<file path="config.mk">
export PLATFORM = sky130hd
export DESIGN_NAME = roi_finder_top
export DESIGN_NICKNAME = d
export VERILOG_FILES = /design/src/roi_pkg.sv /design/src/raster_counter.sv /design/src/edge_window.sv /design/src/roi_tracker.sv /design/src/roi_regs.sv /design/src/roi_finder_top.sv
export SDC_FILE = /design/constraint.sdc
export NUM_CORES = 1
export LEC_CHECK = 0
export BUFFER_PORTS_ARGS = -buffer_cell sky130_fd_sc_hd__buf_2
export CAP_MARGIN = 15
export CORE_MARGIN = 4
export CORE_UTILIZATION = 45
export DETAILED_ROUTE_END_ITERATION = 10
export SLEW_MARGIN = 20
export SYNTH_ARGS = -nofsm -noshare
export SYNTH_HDL_FRONTEND = slang
export SYNTH_SLANG_ARGS = --single-unit
</file>
<file path="constraint.sdc">
create_clock -name CCD_PIXCLK -period 4.05 [get_ports CCD_PIXCLK]
set_input_delay 0.405 -clock CCD_PIXCLK [delete_from_list [all_inputs] [get_ports CCD_PIXCLK]]
set_output_delay 0.405 -clock CCD_PIXCLK [all_outputs]
set_load 0.005 [all_outputs]
</file>
<file path="src/roi_pkg.sv">
package roi_pkg;

	// =========================================================================
	// Basic types
	// =========================================================================
	typedef logic [15:0] coord_t;      // Column or row index
	typedef logic [31:0] wb_data_t;    // Wishbone data
	typedef logic [2:0]  wb_addr_t;    // Wishbone word address

	localparam int WINDOW_LEN = 128;          // Sliding window length in pixels
	typedef logic [WINDOW_LEN-1:0] window_t;  // Oldest pixel in the MSB, newest in bit 0

	typedef struct packed {
		logic fval;   // Frame valid
		logic lval;   // Line valid
		logic pix;    // Thresholded pixel, 1 = white
	} pix_in_t;

	typedef struct packed {
		coord_t col;
		coord_t row;
		logic   valid;   // Pixel at col/row seen on the last edge
	} raster_pos_t;

	typedef struct packed {
		logic all_white;   // Whole window white
		logic top_left;    // White then short black run
		logic left_run;    // Left edge of the dark area
		logic right_run;   // Right edge of the dark area
	} edge_flags_t;

	typedef struct packed {
		coord_t top;
		coord_t left;
		coord_t right;
		coord_t bottom;
	} roi_result_t;

	typedef enum logic [2:0] {
		seek_blank,     // Wait for the white field
		seek_top,       // First white/black edge
		seek_left,      // Left edge a few rows down
		seek_right,     // Right edge on the same rows
		track_bottom,   // Follow the edges down
		hold            // Done until frame end
	} roi_state_t;

	// =========================================================================
	// Edge patterns, oldest pixel first
	// =========================================================================
	localparam int TL_WHITE_LEN = 104;
	localparam int TL_BLACK_LEN = 24;
	localparam int LR_WHITE_LEN = 100;
	localparam int LR_BLACK_LEN = 28;
	localparam int RR_BLACK_LEN = 28;
	localparam int RR_WHITE_LEN = 100;

	localparam window_t PAT_ALL_WHITE = '1;
	localparam window_t PAT_TOP_LEFT  = {{TL_WHITE_LEN{1'b1}}, {TL_BLACK_LEN{1'b0}}};
	localparam window_t PAT_LEFT_RUN  = {{LR_WHITE_LEN{1'b1}}, {LR_BLACK_LEN{1'b0}}};
	localparam window_t PAT_RIGHT_RUN = {{RR_BLACK_LEN{1'b0}}, {RR_WHITE_LEN{1'b1}}};

	localparam coord_t ROW_MARGIN = 16'd50;   // Border rows ignored at top and bottom
	localparam coord_t TOP_SKIP   = 16'd24;   // Rows below top before left/right search

	// Register map, word addresses
	localparam wb_addr_t REG_STATUS = 3'd0;   // Bit 0 done, bits 3:1 state
	localparam wb_addr_t REG_TOP    = 3'd1;
	localparam wb_addr_t REG_LEFT   = 3'd2;
	localparam wb_addr_t REG_RIGHT  = 3'd3;
	localparam wb_addr_t REG_BOTTOM = 3'd4;

endpackage

</file>
<file path="src/raster_counter.sv">
`timescale 1ns/100ps

module raster_counter
	import roi_pkg::*;
#(
	parameter int IMG_WIDTH  = 1280,
	parameter int IMG_HEIGHT = 960
) (
	input  logic        CCD_PIXCLK,
	input  logic        DLY_RST_1,
	input  pix_in_t     pix,
	output raster_pos_t pos
);

	coord_t col_cnt;     // Index the next valid pixel gets
	coord_t row_cnt;     // Current line in the frame
	logic   lval_q;      // Line valid one cycle back
	logic   pix_valid;
	logic   line_fall;

	always_comb begin
		pix_valid = pix.fval & pix.lval;
		line_fall = lval_q & ~pix.lval;   // Last edge ended a line
	end

	always_ff @(posedge CCD_PIXCLK or negedge DLY_RST_1) begin
		if (!DLY_RST_1) begin
			col_cnt <= '0;
			row_cnt <= '0;
			lval_q  <= 1'b0;
			pos     <= '0;
		end else begin
			lval_q <= pix.lval;
			if (!pix.fval) begin   // Frame blanking, start over
				col_cnt <= '0;
				row_cnt <= '0;
				pos     <= '0;
			end else begin
				pos.valid <= pix_valid;
				if (pix_valid) begin
					pos.col <= col_cnt;   // Position of this pixel
					pos.row <= row_cnt;
					if (col_cnt != coord_t'(IMG_WIDTH))
						col_cnt <= col_cnt + 1'b1;   // Saturates at the width
				end else begin
					col_cnt <= '0;   // Line blanking
				end
				if (line_fall && row_cnt != coord_t'(IMG_HEIGHT))
					row_cnt <= row_cnt + 1'b1;
			end
		end
	end

	// A line longer than the image shows up as an out-of-range column
	assert property (@(posedge CCD_PIXCLK) disable iff (!DLY_RST_1)
		pos.valid |-> pos.col < coord_t'(IMG_WIDTH))
		else $error("raster_counter: line longer than %0d pixels", IMG_WIDTH);

endmodule

</file>
<file path="src/edge_window.sv">
`timescale 1ns/100ps

module edge_window
	import roi_pkg::*;
(
	input  logic        CCD_PIXCLK,
	input  logic        DLY_RST_1,
	input  pix_in_t     pix,
	output edge_flags_t flags,
	output logic        line_end
);

	localparam int FILL_W = $clog2(WINDOW_LEN + 1);

	window_t           win;        // Last WINDOW_LEN pixels of the line
	window_t           win_next;   // Window including the pixel on the input
	logic [FILL_W-1:0] fill;       // Line pixels held, saturating
	logic              full_next;  // Window full once this pixel is in
	logic              lval_q;
	logic              pix_valid;

	always_comb begin
		pix_valid = pix.fval & pix.lval;
		win_next  = {win[WINDOW_LEN-2:0], pix.pix};   // Shift in at the LSB
		full_next = fill >= FILL_W'(WINDOW_LEN - 1);
	end

	always_ff @(posedge CCD_PIXCLK or negedge DLY_RST_1) begin
		if (!DLY_RST_1) begin
			win      <= '0;
			fill     <= '0;
			lval_q   <= 1'b0;
			line_end <= 1'b0;
			flags    <= '0;
		end else begin
			lval_q   <= pix.lval;
			line_end <= lval_q & ~pix.lval;   // One cycle after line valid falls
			if (pix_valid) begin
				win <= win_next;
				if (fill != FILL_W'(WINDOW_LEN))
					fill <= fill + 1'b1;
				// Patterns only count over pixels of the current line
				flags.all_white <= full_next && (win_next == PAT_ALL_WHITE);
				flags.top_left  <= full_next && (win_next == PAT_TOP_LEFT);
				flags.left_run  <= full_next && (win_next == PAT_LEFT_RUN);
				flags.right_run <= full_next && (win_next == PAT_RIGHT_RUN);
			end else begin
				win   <= '0;   // Blanking empties the window
				fill  <= '0;
				flags <= '0;
			end
		end
	end

endmodule

</file>
<file path="src/roi_tracker.sv">
`timescale 1ns/100ps

module roi_tracker
	import roi_pkg::*;
#(
	parameter int IMG_WIDTH  = 1280,
	parameter int IMG_HEIGHT = 960
) (
	input  logic        CCD_PIXCLK,
	input  logic        DLY_RST_1,
	input  raster_pos_t pos,
	input  edge_flags_t flags,
	input  logic        line_end,
	input  logic        frame_valid,
	output roi_result_t res,
	output roi_state_t  state,
	output logic        found
);

	localparam coord_t HALF_COL = coord_t'(IMG_WIDTH / 2);
	localparam coord_t ROW_HI   = coord_t'(IMG_HEIGHT) - ROW_MARGIN;

	logic        fval_q;
	logic        frame_end;     // Falling frame valid
	logic        left_seen;     // Left edge seen on this line
	logic        right_seen;    // Right edge seen on this line
	edge_flags_t hit;           // Flags of a valid pixel only
	logic        row_in;
	logic        left_half;
	logic        right_half;
	logic        beyond_skip;   // Far enough below top for left/right
	logic        beyond_top;

	always_comb begin
		frame_end   = fval_q & ~frame_valid;
		hit         = pos.valid ? flags : '0;
		row_in      = (pos.row > ROW_MARGIN) && (pos.row < ROW_HI);
		left_half   = pos.col < HALF_COL;
		right_half  = pos.col > HALF_COL;
		beyond_skip = pos.row > res.top + TOP_SKIP;
		beyond_top  = pos.row > res.top;
	end

	// =========================================================================
	// ROI state machine
	// =========================================================================
	always_ff @(posedge CCD_PIXCLK or negedge DLY_RST_1) begin
		if (!DLY_RST_1) begin
			state      <= seek_blank;
			res        <= '0;
			found      <= 1'b0;
			fval_q     <= 1'b0;
			left_seen  <= 1'b0;
			right_seen <= 1'b0;
		end else begin
			fval_q <= frame_valid;
			found  <= 1'b0;
			if (frame_end) begin   // Results stay for the bus
				state      <= seek_blank;
				left_seen  <= 1'b0;
				right_seen <= 1'b0;
			end else begin
				case (state)
					seek_blank: begin
						if (hit.all_white)
							state <= seek_top;   // On the white field
					end
					seek_top: begin
						if (hit.top_left && row_in && left_half) begin
							res.top <= pos.row;
							state   <= seek_left;
						end
					end
					seek_left: begin
						if (hit.top_left && left_half && beyond_skip && row_in) begin
							res.left <= pos.col;
							state    <= seek_right;
						end
					end
					seek_right: begin
						// Last match on the line wins
						if (hit.right_run && right_half && beyond_skip && row_in)
							res.right <= pos.col;
						if (line_end)
							state <= track_bottom;
					end
					track_bottom: begin
						if (hit.left_run && left_half && beyond_top && row_in)
							left_seen <= 1'b1;
						if (hit.right_run && right_half && beyond_top && row_in)
							right_seen <= 1'b1;
						if (line_end) begin
							if (!left_seen && !right_seen) begin   // Edges gone
								res.bottom <= pos.row - 1'b1;       // Last row with edges
								state      <= hold;
								found      <= 1'b1;
							end
							left_seen  <= 1'b0;
							right_seen <= 1'b0;
						end
					end
					hold: begin
						state <= hold;   // Until frame valid drops
					end
					default: state <= seek_blank;
				endcase
			end
		end
	end

	// Found only on the step from track_bottom into hold
	assert property (@(posedge CCD_PIXCLK) disable iff (!DLY_RST_1)
		found |-> (state == hold) && ($past(state) == track_bottom))
		else $error("roi_tracker: found outside entry to hold");

endmodule

</file>
<file path="src/roi_regs.sv">
`timescale 1ns/100ps

module roi_regs
	import roi_pkg::*;
(
	input  logic        CCD_PIXCLK,
	input  logic        DLY_RST_1,
	input  roi_result_t res,
	input  roi_state_t  state,
	input  logic        found,
	input  logic        wb_cyc,
	input  logic        wb_stb,
	input  logic        wb_we,
	input  wb_addr_t    wb_adr,
	input  wb_data_t    wb_dat_w,
	output logic        wb_ack,
	output wb_data_t    wb_dat_r
);

	logic     done;     // Sticky, set by found
	logic     req;      // Bus cycle active
	logic     clr_wr;   // Clear request on status
	wb_data_t rd_mux;

	always_comb begin
		req    = wb_cyc & wb_stb;
		clr_wr = req & wb_we & ~wb_ack & (wb_adr == REG_STATUS) & wb_dat_w[0];
		case (wb_adr)
			REG_STATUS: rd_mux = wb_data_t'({state, done});
			REG_TOP:    rd_mux = wb_data_t'(res.top);    // Zero extended
			REG_LEFT:   rd_mux = wb_data_t'(res.left);
			REG_RIGHT:  rd_mux = wb_data_t'(res.right);
			REG_BOTTOM: rd_mux = wb_data_t'(res.bottom);
			default:    rd_mux = '0;
		endcase
	end

	always_ff @(posedge CCD_PIXCLK or negedge DLY_RST_1) begin
		if (!DLY_RST_1) begin
			done   <= 1'b0;
			wb_ack <= 1'b0;
		end else begin
			wb_ack <= req;   // One cycle behind cyc and stb
			if (found)
				done <= 1'b1;   // Wins over a clear
			else if (clr_wr)
				done <= 1'b0;
		end
	end

	// Read data follows the address while the cycle is open
	always_ff @(posedge CCD_PIXCLK) begin
		if (req)
			wb_dat_r <= rd_mux;
	end

	// Ack only answers a strobe from the cycle before
	assert property (@(posedge CCD_PIXCLK) disable iff (!DLY_RST_1)
		wb_ack |-> $past(wb_cyc && wb_stb))
		else $error("roi_regs: ack without strobe");

endmodule

</file>
<file path="src/roi_finder_top.sv">
`timescale 1ns/100ps

module roi_finder_top
	import roi_pkg::*;
#(
	parameter int IMG_WIDTH  = 1280,
	parameter int IMG_HEIGHT = 960
) (
	input  logic     CCD_PIXCLK,
	input  logic     DLY_RST_1,
	input  pix_in_t  pix,
	input  logic     wb_cyc,
	input  logic     wb_stb,
	input  logic     wb_we,
	input  wb_addr_t wb_adr,
	input  wb_data_t wb_dat_w,
	output logic     wb_ack,
	output wb_data_t wb_dat_r
);

	raster_pos_t pos;        // Position of the last pixel
	edge_flags_t flags;      // Pattern hits for the same pixel
	logic        line_end;
	roi_result_t res;
	roi_state_t  state;
	logic        found;

	// Counter and window see the same pixel on the same edge
	raster_counter #(
		.IMG_WIDTH  (IMG_WIDTH),
		.IMG_HEIGHT (IMG_HEIGHT)
	) u_raster (
		.CCD_PIXCLK (CCD_PIXCLK),
		.DLY_RST_1  (DLY_RST_1),
		.pix        (pix),
		.pos        (pos)
	);

	edge_window u_window (
		.CCD_PIXCLK (CCD_PIXCLK),
		.DLY_RST_1  (DLY_RST_1),
		.pix        (pix),
		.flags      (flags),
		.line_end   (line_end)
	);

	roi_tracker #(
		.IMG_WIDTH  (IMG_WIDTH),
		.IMG_HEIGHT (IMG_HEIGHT)
	) u_tracker (
		.CCD_PIXCLK  (CCD_PIXCLK),
		.DLY_RST_1   (DLY_RST_1),
		.pos         (pos),
		.flags       (flags),
		.line_end    (line_end),
		.frame_valid (pix.fval),
		.res         (res),
		.state       (state),
		.found       (found)
	);

	roi_regs u_regs (
		.CCD_PIXCLK (CCD_PIXCLK),
		.DLY_RST_1  (DLY_RST_1),
		.res        (res),
		.state      (state),
		.found      (found),
		.wb_cyc     (wb_cyc),
		.wb_stb     (wb_stb),
		.wb_we      (wb_we),
		.wb_adr     (wb_adr),
		.wb_dat_w   (wb_dat_w),
		.wb_ack     (wb_ack),
		.wb_dat_r   (wb_dat_r)
	);

endmodule

</file>
==> flow_summary.json <==
{
  "wire_per_inst_um": 17.02,
  "path_max_fanout": 16,
  "htree_levels": 2,
  "reg2regPathDepth": 13,
  "die-area_um2": 32430,
  "vias": 8579,
  "final_util_pct": 51.58,
  "skew_ns": 0.01728,
  "synth_mux_area_share_pct": 7.529,
  "ir_drop_uv": 378.3,
  "rsz0062_at_grt": "false",
  "drc_errors": 0,
  "fin_ws_ns": 0.3738,
  "maxSlewHeadroom_pct": 41.39,
  "dr.pass1.iters": 5,
  "antenna_cells": 0,
  "fin_hold_ws_ns": -0.02828,
  "avgSynthCellArea_um2": 11.27,
  "fmax_mhz": 272.0,
  "period_share_pct": 90.77,
  "synth_edf_count": 16,
  "routed_wl_mm": 27.40,
  "setup_viol": 0,
  "cts-root-buf": "clkbuf_16",
  "fin_crit_ns": 3.676,
  "cts.sinks": 295,
  "p_per_area_nw_per_um2": 427.9,
  "pre_cts_ws_ns": 0.3046,
  "end_kind": "register",
  "synth-compound-area-share_pct": 5.051,
  "numCtsBuffers": 34,
  "ys.warnings.count": 0,
  "track_usage_pct": 16.87,
  "synth_cell_types": 59,
  "viasPerCell": 5.329,
  "nets": 1281,
  "ios": 76,
  "instances_no_fill": 1610,
  "fp.coreArea_um2": 28940,
  "worstMarginPinSlew_ns": 0.8774,
  "ant_nets": 0,
  "p_leak_nw": 7.465,
  "port_buffers": 28,
  "finalHoldViolCount": 8,
  "maxSlewViolCount": 0,
  "placed_cells": 1548,
  "grt_pass1_vias": 8678,
  "cts_tree": "yes",
  "syn-instance-count": 1183,
  "grt_max_degree": 113,
  "cap_violations": 0,
  "area_delta_synth_final_pct": 11.98,
  "syn_area_um2": 13330,
  "violations": "negative hold slack",
  "grt_pass1_wl_mm": 46.04,
  "clock_latency_ns": 0.51,
  "async_flop_share_pct": 94.58,
  "num_rows": 62,
  "clkSlewWorstSetupHoldPaths_ns": 0.06,
  "gp_congestion": 0.8036,
  "synth_top_family_by_area": "simple AND/OR/NAND/NOR gates",
  "ys_seq_area_share_pct": 55.99,
  "synth-main-ff-cell": "dfrtp_1",
  "critPathArrivalTime_ns": 4.06,
  "cts.repair.resized": 0,
  "synth_adder_area_share_pct": 3.474,
  "yosys_register_bits": 295,
  "hp-class": "in2async",
  "synth_simple_gate_area_share_pct": 20.86,
  "crit_type": "reg2reg",
  "drive_above_1_share_pct": 12.32,
  "dieHeight_um": 180.1,
  "worst_setup_path_start_kind": "register",
  "chipWidth_um": 180.1,
  "grt_overflow": 0,
  "critical_path_required_ns": 4.43,
  "status": "complete, but fails checks",
  "fin_setup_tns_ns": 0,
  "drtIter0Drc": 464,
  "start_util_pct": 46.06,
  "dp_hpwl_mm": 17.90,
  "synth_xor_area_share_pct": 3.549,
  "r2r_slack_ns": 0.37,
  "antenna_found_initial": 0,
  "cts_buffer_depth": 3
}
==> repair_timing <==
item / 4_1_cts / 5_1_grt
hold buffers: 0 / 0
buffers inserted: 0 / 1
setup endpoints to repair: 0 / 11
==> worst paths after layout <==
kind / startpoint / end
setup / recovery: u_tracker.res[51]$_DFFE_PN0P_ / u_tracker.res[23]$_DFFE_PN0P_
hold / removal: DLY_RST_1 / u_tracker.res[38]$_DFFE_PN0P_
setup reg to reg: u_tracker.res[51]$_DFFE_PN0P_ / u_tracker.res[23]$_DFFE_PN0P_
hold reg to reg: u_tracker.found$_DFF_PN0_ / u_regs.done$_DFFE_PN0P_
max in group asynchronous: DLY_RST_1 / u_window.win[40]$_DFF_PN0_
min in group CCD_PIXCLK: pix[2] / u_tracker.fval_q$_DFF_PN0_
==> registers in the layout (all words and copies together), names as in the netlist <==
name	flops
u_raster.col_cnt	16
u_raster.pos	33
u_raster.row_cnt	16
u_regs.done	1
u_regs.wb_ack	1
u_regs.wb_dat_r	16
u_tracker.found	1
u_tracker.fval_q	1
u_tracker.left_seen	1
u_tracker.res	64
u_tracker.right_seen	1
u_tracker.state	3
u_window.fill	8
u_window.flags	4
u_window.line_end	1
u_window.lval_q	1
u_window.win	127
==> synth_stat cells, drive strengths merged, types with 12 or more instances <==
| cell | n | share of area [%] |
|---|---|---|
| nand4 | 51 | 2.6 |
| clkbuf | 50 | 1.4 |
| buf | 25 | 1.3 |
| and2 | 28 | 1.3 |
| nor2 | 60 | 1.7 |
| edfxtp | 16 | 3.6 |
| nand3 | 22 | 0.92 |
| and3 | 135 | 6.3 |
| a21oi | 25 | 0.94 |
| o21ai | 47 | 1.8 |
| nor3 | 13 | 0.53 |
| nor4 | 30 | 1.4 |
| mux2 | 48 | 4.4 |
| xor2 | 19 | 1.2 |
| xnor2 | 35 | 2.3 |
| nand2 | 76 | 2.1 |
| mux2i | 41 | 3.1 |
| inv | 29 | 0.82 |
| a22oi | 12 | 0.68 |
| ha | 37 | 3.5 |
| dfrtp | 279 | 52 |
| nor2b | 39 | 1.8 |
==> worst max-delay path, cell delays in order, from the launching register on <==
cell and delay (ns):
dfrtp_1 0.46, inv_1 0.10, ha_1 0.25, nor4_1 0.24, buf_4 0.18, nand3_1 0.09
xnor2_1 0.15, ha_1 0.32, nand4_1 0.17, nor4_1 0.41, o31ai_1 0.13, o211ai_1 0.30
nand3_4 0.35, mux2_4 0.39
==> per-layer routing <==
metal / share of wire [%] / up-vias / track usage (%)
li1: - / 4211 / -
met1: 49 / 4223 / 24.80
met2: 46 / 110 / 26.48
met3: 3.1 / 35 / 2.665
met4: 2.0 / 0 / 4.265
met5: 0 / - / 0
==> cell families after synthesis <==
group | Yosys count
and+or+nand+nor | 491
DFF | 295
AOI/OAI and AO/OA | 112
buffers and inverters | 104
muxes | 89
xor gates and xnor gates | 54
adders and majority gates | 37
other | 1
==> layout by cell type (no fill, tap or decap), types with 19 or more instances in the layout <==
cell and count:
a21oi_1 25, and2_1 28, and3_1 135, buf_2 25, clkbuf_16 34, dfrtp_1 279, ha_1 37, inv_1 29
mux2_2 34, mux2i_1 41, nand2_1 76, nand3_1 21, nand4_1 49, nor2_1 60, nor2b_1 39, nor4_1 30
o21ai_0 46, xnor2_1 35, xor2_1 19
==> power by group <==
part,total (mW),switching (mW),internal (mW)
combinational,0.247,0.172,0.0746
sequential,3.06,0.0332,3.03
clock,3.08,1.19,1.88
total,6.39,1.40,4.99
==> stage by stage <==
step	cell area [um2]	hold WS (ns)	power, mW
after global routing	14920	0.04066	6.657
after CTS	14900	0.02049	6.483
after floorplan	13380	0.1094	3.262
final	14920	-0.02828	6.386
after detailed placement	13770	0.4466	3.371
after global placement	13770	0.4230	3.365
==> layout make-up <==
class | count | area (um2)
sequential | 295 | 7462
clock buffer | 44 | 928.4
multi-input combinational | 799 | 5453
inverter | 29 | 108.9
fill | 2596 | 14010
tap | 384 | 480.5
timing repair buffer | 42 | 285.3
clock inverter | 17 | 206.4
(Power assumes the default switching activity.)
